[config.mk]
export PLATFORM = sky130hd
export DESIGN_NAME = ptw
export DESIGN_NICKNAME = d
export VERILOG_FILES = /design/src/hw/ptwPkg.sv /design/src/hw/ptw.sv /design/src/hw/ptwWalker.sv /design/src/hw/ptwPteCheck.sv /design/src/hw/ptwAddrGen.sv
export SDC_FILE = /design/constraint.sdc
export NUM_CORES = 1
export LEC_CHECK = 0
export ABC_AREA = 1
export BUFFER_PORTS_ARGS = -buffer_cell sky130_fd_sc_hd__buf_2
export CAP_MARGIN = 0
export CORE_AREA = 2 2 120 122
export CTS_BUF_LIST = sky130_fd_sc_hd__clkbuf_4 sky130_fd_sc_hd__clkbuf_8
export DETAILED_ROUTE_END_ITERATION = 16
export DIE_AREA = 0 0 122 124
export MAX_ROUTING_LAYER = met4
export PLACE_DENSITY = 0.62
export REMOVE_ABC_BUFFERS = 1
export SLEW_MARGIN = 0
export SYNTH_ARGS = -nofsm -noshare
export SYNTH_HDL_FRONTEND = slang
export SYNTH_SLANG_ARGS = --single-unit
[constraint.sdc]
create_clock -name clk -period 5.31 [get_ports clk]
set_input_delay 1.062 -clock clk [delete_from_list [all_inputs] [get_ports clk]]
set_output_delay 1.062 -clock clk [all_outputs]
set_load 0.005 [all_outputs]
[src/hw/ptwPkg.sv]
// Sv39 page table walker shared definitions
// Entry and address widths, level numbering, access and walker state encodings
`default_nettype none

package ptwPkg;

  ////////////////////
  // Sv39 geometry
  ////////////////////
  localparam int PteBits        = 64;  // Entry width, also the VA register width
  localparam int PageOffsetBits = 12;  // 4 KiB base page
  localparam int VpnBits        = 9;   // One VPN field
  localparam int Levels         = 3;   // Sv39 has three table levels
  localparam int VaBits         = 39;  // Bits above 38 are sign copies
  localparam int PpnBits        = 44;  // Entry bits 53..10

  // Level number, doubles as page type
  // 2 = gigapage, 1 = megapage, 0 = kilopage
  typedef logic [1:0] level_t;

  // Kind of access that missed in the TLB
  typedef enum logic [1:0] {
    accFetch = 2'd0,
    accLoad  = 2'd1,
    accStore = 2'd2
  } accessType_t;

  ////////////////////
  // Walker FSM
  ////////////////////
  typedef enum logic [2:0] {
    stIdle  = 3'd0,  // Waiting for a miss
    stAdr   = 3'd1,  // Table address formed, canonical check
    stRd    = 3'd2,  // Memory read in flight
    stCheck = 3'd3,  // Captured entry decoded
    stLeaf  = 3'd4,  // TLB write strobe
    stFault = 3'd5   // Fault pulse
  } walkState_t;

endpackage

`default_nettype wire
[src/hw/ptw.sv]
// Sv39 hardware page table walker top level
// Walker FSM with address generator and entry checker side by side
`default_nettype none

module ptw import ptwPkg::*; #(
  parameter int PaBits = 56  // Physical address width, 32..56
) (
  input  logic               clk,
  input  logic               arstN,
  input  logic               flush,
  input  logic               tlbMiss,
  input  logic               memStall,
  input  logic               memAccessFault,
  input  logic [PteBits-1:0] vAdr,
  input  logic [PteBits-1:0] memRdData,
  input  logic [PpnBits-1:0] satpPpn,
  input  accessType_t        accessType,
  output logic [PaBits-1:0]  memAdr,
  output logic               memRead,
  output logic               busy,
  output logic               tlbWrite,
  output logic               pageFault,
  output logic               accessFault,
  output logic [PteBits-1:0] pte,
  output level_t             pageType
);

  level_t level;         // Current walk level
  logic   nonCanonical;  // Bad upper VA bits
  logic   leaf;          // Captured entry is a leaf
  logic   pteFault;      // Captured entry breaks a rule

  ////////////////////
  // Datapath helpers
  ////////////////////
  ptwAddrGen #(.PaBits(PaBits)) addrGen (
    .vAdr        (vAdr),
    .satpPpn     (satpPpn),
    .pte         (pte),
    .level       (level),
    .memAdr      (memAdr),
    .nonCanonical(nonCanonical)
  );

  ptwPteCheck pteCheck (
    .pte       (pte),
    .level     (level),
    .accessType(accessType),
    .leaf      (leaf),
    .pageFault (pteFault)
  );

  // Sequencing and result strobes
  ptwWalker #(.PaBits(PaBits)) walker (
    .clk           (clk),
    .arstN         (arstN),
    .flush         (flush),
    .tlbMiss       (tlbMiss),
    .memStall      (memStall),
    .memAccessFault(memAccessFault),
    .memRdData     (memRdData),
    .nonCanonical  (nonCanonical),
    .leaf          (leaf),
    .pageFault     (pteFault),
    .level         (level),
    .pte           (pte),
    .memRead       (memRead),
    .busy          (busy),
    .tlbWrite      (tlbWrite),
    .pageFaultOut  (pageFault),
    .accessFault   (accessFault),
    .pageType      (pageType)
  );

endmodule

`default_nettype wire

[src/hw/ptwWalker.sv]
// Sv39 walk FSM
// Entry register, level register, fault kind and the result strobes
`default_nettype none

module ptwWalker import ptwPkg::*; #(
  parameter int PaBits = 56  // Same width as the address generator
) (
  input  logic               clk,
  input  logic               arstN,
  input  logic               flush,
  input  logic               tlbMiss,
  input  logic               memStall,
  input  logic               memAccessFault,
  input  logic [PteBits-1:0] memRdData,
  input  logic               nonCanonical,   // From address generator
  input  logic               leaf,           // From entry checker
  input  logic               pageFault,      // From entry checker
  output level_t             level,
  output logic [PteBits-1:0] pte,
  output logic               memRead,
  output logic               busy,
  output logic               tlbWrite,
  output logic               pageFaultOut,
  output logic               accessFault,
  output level_t             pageType
);

  localparam level_t TopLevel = level_t'(Levels - 1);  // Sv39 starts at level 2

  walkState_t state, stateNext;
  logic       startWalk;
  logic       rdDone;         // Read answered this cycle
  logic       faultIsAccess;  // Fault kind, memory vs page check
  logic       descend;        // Pointer entry, go one level down

  assign startWalk = (state == stIdle) & tlbMiss;
  assign rdDone    = (state == stRd) & ~memStall;
  assign descend   = (state == stCheck) & ~pageFault & ~leaf;

  ////////////////////
  // Next state
  ////////////////////
  always_comb begin
    stateNext = state;
    case (state)
      stIdle:  if (tlbMiss) stateNext = stAdr;
      stAdr:   stateNext = nonCanonical ? stFault : stRd;
      stRd: begin
        if (!memStall) begin
          stateNext = memAccessFault ? stFault : stCheck;  // Bus error beats entry check
        end
      end
      stCheck: begin
        if (pageFault) stateNext = stFault;
        else if (leaf) stateNext = stLeaf;
        else stateNext = stAdr;                            // Next level down
      end
      stLeaf:  stateNext = stIdle;
      stFault: stateNext = stIdle;
      default: stateNext = stIdle;
    endcase
    if (flush) stateNext = stIdle;  // Abandon walk, no result
  end

  always_ff @(posedge clk or negedge arstN) begin
    if (!arstN) begin
      state <= stIdle;
    end else begin
      state <= stateNext;
    end
  end

  ////////////////////
  // Level and fault kind
  ////////////////////
  always_ff @(posedge clk or negedge arstN) begin
    if (!arstN) begin
      level         <= TopLevel;
      faultIsAccess <= 1'b0;
    end else begin
      if (startWalk) level <= TopLevel;
      else if (descend) level <= level - 2'd1;  // Checker faults a pointer at level 0
      if (rdDone) faultIsAccess <= memAccessFault;
      else if (state == stAdr) faultIsAccess <= 1'b0;  // Non-canonical is a page fault
    end
  end

  // Entry register, loaded when the read completes
  always_ff @(posedge clk) begin
    if (rdDone) pte <= memRdData;
  end

  ////////////////////
  // Outputs
  ////////////////////
  assign memRead      = (state == stRd);
  assign busy         = (state != stIdle);
  assign tlbWrite     = (state == stLeaf) & ~flush;
  assign pageFaultOut = (state == stFault) & ~faultIsAccess & ~flush;
  assign accessFault  = (state == stFault) & faultIsAccess & ~flush;
  assign pageType     = level;  // Level of the leaf, held through stLeaf

endmodule

`default_nettype wire

[src/hw/ptwPteCheck.sv]
// Page table entry decode
// Leaf detection and all Sv39 page fault rules for one level
`default_nettype none

module ptwPteCheck import ptwPkg::*; (
  input  logic [PteBits-1:0] pte,
  input  level_t             level,
  input  accessType_t        accessType,
  output logic               leaf,
  output logic               pageFault
);

  // Entry fields
  logic       pteV, pteR, pteW, pteX, pteU, pteA, pteD;
  logic [1:0] ptePbmt;

  logic invalid;          // V clear or W without R
  logic nonLeaf;          // Valid pointer to the next table
  logic reservedFault;    // D, A, U or PBMT set on a pointer
  logic bottomFault;      // Pointer found at level 0
  logic misaligned;       // Superpage with nonzero low PPN fields
  logic permFault;        // Missing R, W or X for the access
  logic adFault;          // A clear, or D clear on a store
  logic leafFault;

  assign {pteD, pteA} = pte[7:6];
  assign pteU    = pte[4];
  assign {pteX, pteW, pteR, pteV} = pte[3:0];
  assign ptePbmt = pte[62:61];

  ////////////////////
  // Entry class
  ////////////////////
  assign leaf    = pteV & (pteR | pteW | pteX);
  assign invalid = ~pteV | (pteW & ~pteR);
  assign nonLeaf = pteV & ~(pteR | pteW | pteX);

  // Reserved bits on a pointer entry
  assign reservedFault = nonLeaf & (pteD | pteA | pteU | (|ptePbmt));
  assign bottomFault   = nonLeaf & (level == 2'd0);  // No table below level 0

  ////////////////////
  // Leaf rules
  ////////////////////
  always_comb begin
    case (level)
      2'd2:    misaligned = |pte[27:10];  // PPN1 and PPN0 must be zero
      2'd1:    misaligned = |pte[18:10];  // PPN0 must be zero
      default: misaligned = 1'b0;         // Kilopage always aligned
    endcase
  end

  always_comb begin
    case (accessType)
      accLoad:  permFault = ~pteR;
      accStore: permFault = ~pteW;
      default:  permFault = ~pteX;        // Instruction fetch
    endcase
  end

  // A and D are maintained by software, hardware only checks them
  assign adFault = ~pteA | ((accessType == accStore) & ~pteD);

  assign leafFault = leaf & (misaligned | permFault | adFault);

  assign pageFault = invalid | reservedFault | bottomFault | leafFault;

endmodule

`default_nettype wire

[src/hw/ptwAddrGen.sv]
// Table read address for the current walk level
// Canonical check of the virtual address
`default_nettype none

module ptwAddrGen import ptwPkg::*; #(
  parameter int PaBits = 56  // Physical address width, 32..56
) (
  input  logic [PteBits-1:0] vAdr,
  input  logic [PpnBits-1:0] satpPpn,
  input  logic [PteBits-1:0] pte,      // Entry register, next table pointer
  input  level_t             level,
  output logic [PaBits-1:0]  memAdr,
  output logic               nonCanonical
);

  localparam int FullBits = PpnBits + VpnBits + 3;  // Full 56 bit entry address

  logic [PpnBits-1:0]  basePpn;  // Table base for this level
  logic [VpnBits-1:0]  vpn;      // VPN field indexing the table
  logic [FullBits-1:0] fullAdr;

  ////////////////////
  // Table address
  ////////////////////
  assign basePpn = (level == 2'd2) ? satpPpn : pte[PpnBits+9:10];  // Root table at level 2

  always_comb begin
    case (level)
      2'd2:    vpn = vAdr[PageOffsetBits + 2 * VpnBits +: VpnBits];  // VPN2
      2'd1:    vpn = vAdr[PageOffsetBits + VpnBits +: VpnBits];      // VPN1
      default: vpn = vAdr[PageOffsetBits +: VpnBits];                // VPN0
    endcase
  end

  // Eight byte entries
  assign fullAdr = {basePpn, vpn, 3'b000};
  assign memAdr  = fullAdr[PaBits-1:0];  // Upper bits dropped on narrow systems

  // Bits 63..39 must copy bit 38
  assign nonCanonical = (vAdr[PteBits-1:VaBits] != {(PteBits-VaBits){vAdr[VaBits-1]}});

endmodule

`default_nettype wire

==> out/results.txt, run 1 <==
The family with the most delay on the worst path was buffers and inverters. The tightest min-delay check is of the in -> async type. The average wire per cell in the routed design works out to 13.6 microns. The final count of pins violating max slew was 0. Once the clock tree was built, the setup fixing pass inserted 0 buffers.

The critical path is of the reg -> out type. The run gives 393 as the synthesized instance count. For the initial core utilization, the log shows 25.6%.

Measured along the y axis, the die boundary spans 124 microns. Cell type with the largest total area after synthesis: sky130_fd_sc_hd__edfxtp_1. For the total routed wirelength, the log shows 11.8 mm. Power spread over the standard cell area amounts to 220 nW/um^2.

In the global route stage, overall resource usage came out at 15.6%. The final net count was 868. Number of failing setup endpoints in the final timing report: 0. Setup repair after global routing left no endpoint under its margin. No sink is reached through more buffers than the 2 on the longest clock path. The synthesized design devotes to its leading area cell type 54.8% of total area.

The post-CTS resize count is 0, and the total DRC errors in the routed layout is 0. Buffers placed on the I/O ports in this run total 291. Counting both buffers and inverters, the worst setup path holds a total of 2. The number of placement rows came out at 43. Measured against its own limit, the worst slew margin works out to 24.9%.

The final-report hold violation count came out at 0. Hold timing on the final database bottoms out at a slack of 0.524 ns. On the final layout, the worst clock skew is 0.0161 ns. In this run, synthesis inferred 64 flip-flops with an integrated enable. Sorting the synthesized cells by area gives the leading types as sky130_fd_sc_hd__edfxtp_1, sky130_fd_sc_hd__nand2_1, sky130_fd_sc_hd__nor2_1. Entering global routing, the biggest net connects 51 pins. The run gives 2.88 ns as the register-to-register setup slack. For this run, the slowest stage of the critical path takes 0.56 ns.

The total area inside the core boundary comes to 13700 sq um. In the final timing run, aggregate negative setup slack is 0 ns. The H-tree was split into 3 levels. The maximum fanout encountered on the critical timing path is 50. The type of origin of the critical path was a register. The floorplan die area is 15100 sq um, and the hold buffer count at CTS is 0. The clock-pin slew on the worst setup and hold paths works out to 0.07 ns. After global routing the overflow that remains totals 0. The cell with the largest stage delay on the worst path is sky130_fd_sc_hd__dfstp_2. The per-instance average area after synthesis was 8.93 sq um; the number of top-level design ports was 307. For the worst flop-to-flop path, the logic depth is 4. Shortest period the worst path allows: 3.44 ns.

Capture instance of the worst register-to-register path: walker.pte[15]. STA classifies the critical path endpoint as a primary output. The layout cell share with drive strength beyond 1 works out to 47.1%. For the detailed-routing iteration count for the pre-antenna-repair pass, the log shows 4. The count of state elements after synthesis was 70; the count of routing violations after the opening detailed-route iteration was 77.

The run gives 59.1% as the sequential cell area fraction in the yosys report. In this run the critical register-to-register path is launched from walker.state[2]. The tools report the largest voltage drop on the vdd net as 0.130 mV. The worst path uses 64.7% of the clock period. CTS placed an instance of sky130_fd_sc_hd__clkbuf_8 at the clock tree root.

The most used flip-flop cell after synthesis is sky130_fd_sc_hd__edfxtp_1. The final weighted congestion in routability-driven placement came out at 0.791. The run gives 0 as the warning count from the yosys run. Counting distinct cell types in the post-synthesis netlist gives 34. The critical path goes through ha_2 > buf_4 > nand2_1 > a31oi_1 > buf_2. The HPWL after detailed placement was 9.49 mm; the maximum clock frequency was 0.291 GHz. STA puts the critical path data arrival time at 2.38 ns. The analysis attributes to cell leakage a power of 2.79 nW.

The clock reaches the later pin of the worst-skew pair after 0.36 ns. The layout overhead on the synthesized area came out at 52.6%. The first global-routing pass estimated 17.1 mm of wire.

From left edge to right edge, the die measures 122 microns. CTS sink count: 70. The initial antenna violation count is 3. In this run the cell area of the synthesized design comes to 3510 sq um.

The via count of the first global-routing pass was 3510. The launch point of the critical path was walker.level[1]. The flow ran to the end, and the final reports show no timing, DRC or antenna violations. Counting flops with an async set or reset pin after synthesis yields a share of 8.57%. The average via count per standard cell came out at 4.23. The detailed router placed 3680 vias in this run.

In this run the remaining antenna-violating nets after routing total 0. At the pin with the least slew margin, the transition time is 1.12 ns. At the worst endpoint, the required time is 4.25 ns. TritonCTS built the clock tree. The tools report the count of max-cap constraint violations as 0.

Clock tree synthesis inserted a total of 9 buffers.
[cells by family (layout without fill, tap and decap cells)]
logic type      Yosys count  in the layout  share of synthesized area (%)
compound gates           39             39                           6.38
flops                    70             70                           59.1
fa+ha+maj                 5              5                           1.78
other cells               1              5                          0.107
simple gates            226            226                           26.7
buf+inv                  52            345                           5.99
[registers in the layout, indices dropped and copies added (netlist names)]
| signal | cells |
|---|---|
| walker.pte | 64 |
| walker.state | 3 |
| walker.level | 2 |
| walker.faultIsAccess | 1 |
[per-stage QoR]
stage / instance area [sq um] / total power [mW] / setup WS (ns) / utilization (%) / cells
2_1_floorplan: 3440 / 0.658 / 1.03 / - / 379
3_3_place_gp: 5150 / 0.747 / 2.20 / 37.5 / 852
3_5_place_dp: 5150 / 0.750 / 2.19 / 37.5 / 852
4_1_cts: 5350 / 1.20 / 1.78 / 39.0 / 868
5_1_grt: 5360 / 1.24 / 1.60 / 39.0 / 870
6_report: 5360 / 1.18 / 1.87 / 39.0 / 870
[synthesized netlist by cell type, types with 5 or more instances]
cell type                  number
sky130_fd_sc_hd__ha_1           5
sky130_fd_sc_hd__nor2_1        41
sky130_fd_sc_hd__clkbuf_1       6
sky130_fd_sc_hd__nand2_1      158
sky130_fd_sc_hd__a31oi_1        9
sky130_fd_sc_hd__edfxtp_1      64
sky130_fd_sc_hd__o21ai_0       19
sky130_fd_sc_hd__nand3_1        6
sky130_fd_sc_hd__dfrtp_1        5
sky130_fd_sc_hd__a21oi_1        6
sky130_fd_sc_hd__inv_1         32
[worst max path at each step]
stage | end | slack [ns] | depth (start not counted)
finish | memAdr[11] | 1.87 | 5
global route | memAdr[10] | 1.60 | 6
CTS | memAdr[11] | 1.78 | 5
detailed placement | memAdr[11] | 2.19 | 5
global placement | memAdr[10] | 2.20 | 5
floorplan | walker.pte[0] | 1.03 | 1
[power breakdown]
group / internal [mW] / switching [mW] / total [mW]
logic: 0.0752 / 0.0565 / 0.132
registers: 0.602 / 0.00255 / 0.605
clock network: 0.225 / 0.217 / 0.442
[cells in the final DEF (no fill, tap or decap), drive strengths merged, types with 2 or more instances in the layout]
cell	count
nand4	2
nor3	5
clkbuf	10
dfrtp	5
or2	4
buf	293
o21ai	20
nor2	41
diode	2
conb	3
nand3b	3
clkinv	4
a21oi	6
nand3	8
edfxtp	64
a31oi	9
nand2	160
inv	37
ha	5
[layout make-up]
| type | instances | area, sq um |
|---|---|---|
| diodes | 2 | 5.00 |
| clock buffers | 10 | 131 |
| clock inverters | 6 | 70.1 |
| fillers | 1444 | 8360 |
| inverters | 36 | 135 |
| multi-input cells | 273 | 1240 |
| flip-flops and latches | 70 | 2070 |
| well taps | 180 | 225 |
| repair buffers | 293 | 1470 |
[routing by layer]
layer  vias up  routed length [microns]  global-route usage (%)  part of all wire (%)
met4         0                      225                    5.75                   1.9
li1       1856                        -                       -                     -
met3        19                     1200                    5.63                    10
met2       197                     5760                    27.9                    49
met1      1608                     4650                    15.7                    39
met5         -                        0                       -                     0
Note: power is estimated with default switching activity, not from simulation.
==> run 2: changes to the inputs <==
- PLACE_DENSITY: 0.62 -> 0.64
- clock period: 5.31 -> 2.85 ns (I/O delays scaled with it)
==> out/results.txt, run 2 (same netlist as run 1, synthesis figures left out) <==
The final layout contains routed wiring with a total length of 11.9 mm. The biggest cell delay along the critical path was 0.68 ns; the remaining max-slew budget at the tightest pin was 58.5%. The post-CTS resize count was 0.

The initial core utilization is 25.6%. In the layout the commonest cells are sky130_fd_sc_hd__buf_2, sky130_fd_sc_hd__nand2_1, sky130_fd_sc_hd__edfxtp_1. The floorplan step set the die height to 124 microns. At the worst endpoint, the required time is 2.28 ns.

The post-route core utilization was 39.4%; the wire length of the first global-routing pass was 17.0 mm. The logs give 1 for the initial antenna violation count and 4 for the detailed-routing iteration count for the pre-antenna-repair pass. The worst setup timing slack at the placement stage is 0.539 ns.

IR analysis of the VDD net gives a maximum drop of 0.310 mV. The floorplan step defined a die boundary enclosing 15100 sq um. The number of placement rows was 43. For this run, design rule violations remaining after detail routing come to 0. The tools report the maximum buffer depth of the clock tree as 2. STA classifies the critical path startpoint as a register. The clock arrives with 0.0114 ns of skew. In this run the post-CTS setup repair buffer count came out at 0. The routed layout has 3662 vias. After filler insertion, the fill cell instance count of the layout stands at 1429. Static leakage: 2.81 nW. The final-report hold violation count came out at 0. The number of flip-flops in the largest register is 64. The final worst-path cycle share is 93.3%. Cell with the largest stage delay on the worst path: sky130_fd_sc_hd__ha_1. The later pin in the worst-skew pair is clocked with a latency of 0.36 ns.

The hold buffer count at CTS was 0; the clock-pin slew on the worst setup and hold paths was 0.08 ns. The worst setup path is of the reg -> out kind. Setup slack on the critical path of the routed design comes to 0.190 ns. The average wire per cell in the routed design came out at 13.7 microns. For the final weighted congestion in routability-driven placement, the log shows 0.796. The launching point of the worst reg2reg path was walker.level[1]. The signal on the critical path passes through inv_1 > ha_1 > nor2_1 > a31oi_1 > buf_2. The count of routing violations after the opening detailed-route iteration was 146. Subtracting the final worst setup slack from the clock period gives 2.66 ns. Ranked by flip-flop count, first place goes to walker.pte.

Once layout is done, the placed cells without fillers occupy 5400 sq um. The commonest non-fill, non-tap cell in the layout was sky130_fd_sc_hd__buf_2. The chip width is 122 microns, and the HPWL after detailed placement is 9.54 mm.

For the pin with the worst max-slew slack, the measured transition is 0.623 ns. The final count of pins violating max slew is 0, and the average via count per standard cell is 4.21. In the final layout, the share of cells above drive strength 1 is 47.2%.

In this run the worst hold path is classified as in -> async. Timing would allow up to 0.376 GHz. Counting the buffers created by CTS gives 9. Dividing total power by cell area gives a power density of 426 nW/um^2. The tree built by TritonCTS fans out to 70 sinks. The layout overhead on the synthesized area is 53.9%. In this run the count of I/O pins placed on the die edge is 307.

In this run the cell area measured after placement is 5170 sq um. The tools report the via count of the first global-routing pass as 3527. TritonCTS built the clock tree. Global routing consumed, over all layers together, 15.6% of the routing resources. Setup repair after global routing left no endpoint under its margin. The run finished with clean final reports.

The core region is 13700 sq um. For the worst setup path, the data arrival time is 2.09 ns. The detail route stage leaves a number of antenna-violating nets equal to 0.

The final net count was 869; the final setup TNS was 0 ns. Across the run, the number of max-cap violations was 0. Clock root buffer: sky130_fd_sc_hd__clkbuf_8. The endpoint type of the worst setup path was a primary output. Setup violations remaining at the end of the flow were counted as 0. In the final layout, the registers with the most flip-flops are walker.pte (64), walker.state (3), walker.level (2).

Of all nets on the critical path, the largest fanout is 20. The number of port buffers came out at 291. The launch point of the critical path was walker.level[1]. For this run the aggregate overflow at the end of global routing stands at 0. Entering global routing, the biggest net connects 67 pins. For the H-tree depth reported by CTS, the log shows 3.
==> run 2: cell types whose count changed in the layout (fill, tap and decap cells not counted), sizes merged <==
cell      previous run  this run
buf                293       294
bufinv               1         2
clkbuf              10         9
clkinv               4         1
clkinvlp             0         1
diode                2         1
inv                 37        39
==> run 2: worst paths after layout <==
check	cells after the start	slack [ns]	to
setup / recovery	5	0.19	memAdr[9]
hold / removal	1	0.03	walker.state[1]
setup reg to reg	9	0.94	walker.state[0]
min in group clk	1	0.38	walker.pte[9]
max in group asynchronous	1	2.59	walker.level[1]
hold reg to reg	2	0.53	walker.level[1]
==> run 2: per-stage QoR <==
stage	instances	hold WS [ns]	power (mW)
2_1_floorplan	379	0.274	1.23
3_3_place_gp	853	0.409	1.39
3_5_place_dp	853	0.406	1.40
4_1_cts	869	0.00533	2.34
5_1_grt	870	0.00956	2.41
6_report	870	0.0305	2.30
==> run 2: cell type report <==
cell class / count / area (sq um) / area share (%)
Antenna cell: 1 / 2.50 / 0.0463
Multi-Input combinational cell: 273 / 1240 / 23.0
Tap cell: 180 / 225 / 4.17
Clock buffer: 9 / 124 / 2.29
Inverter: 36 / 135 / 2.50
Sequential cell: 70 / 2070 / 38.4
Clock inverter: 7 / 105 / 1.95
Timing Repair Buffer: 294 / 1490 / 27.6
==> run 2: worst max-delay path: cells and delay by family, from the launching register on <==
family | cells | cell delay (ns)
adders and majority gates | 1 | 0.68
DFF | 1 | 0.56
buffers and inverters | 2 | 0.20
AOI/OAI and AO/OA | 1 | 0.18
and+or+nand+nor | 1 | 0.12
==> run 2: metal layers <==
metal  wire [microns]  track usage, %
met1             4680            16.1
met4              144            4.67
met3             1190            5.82
met5                0               -
met2             5900            27.5
==> run 2: where the power goes <==
group	internal (mW)	switching [mW]	leakage, nW
clock network	0.506	0.421	0.112
registers	1.12	0.00491	0.654
logic	0.140	0.108	2.04
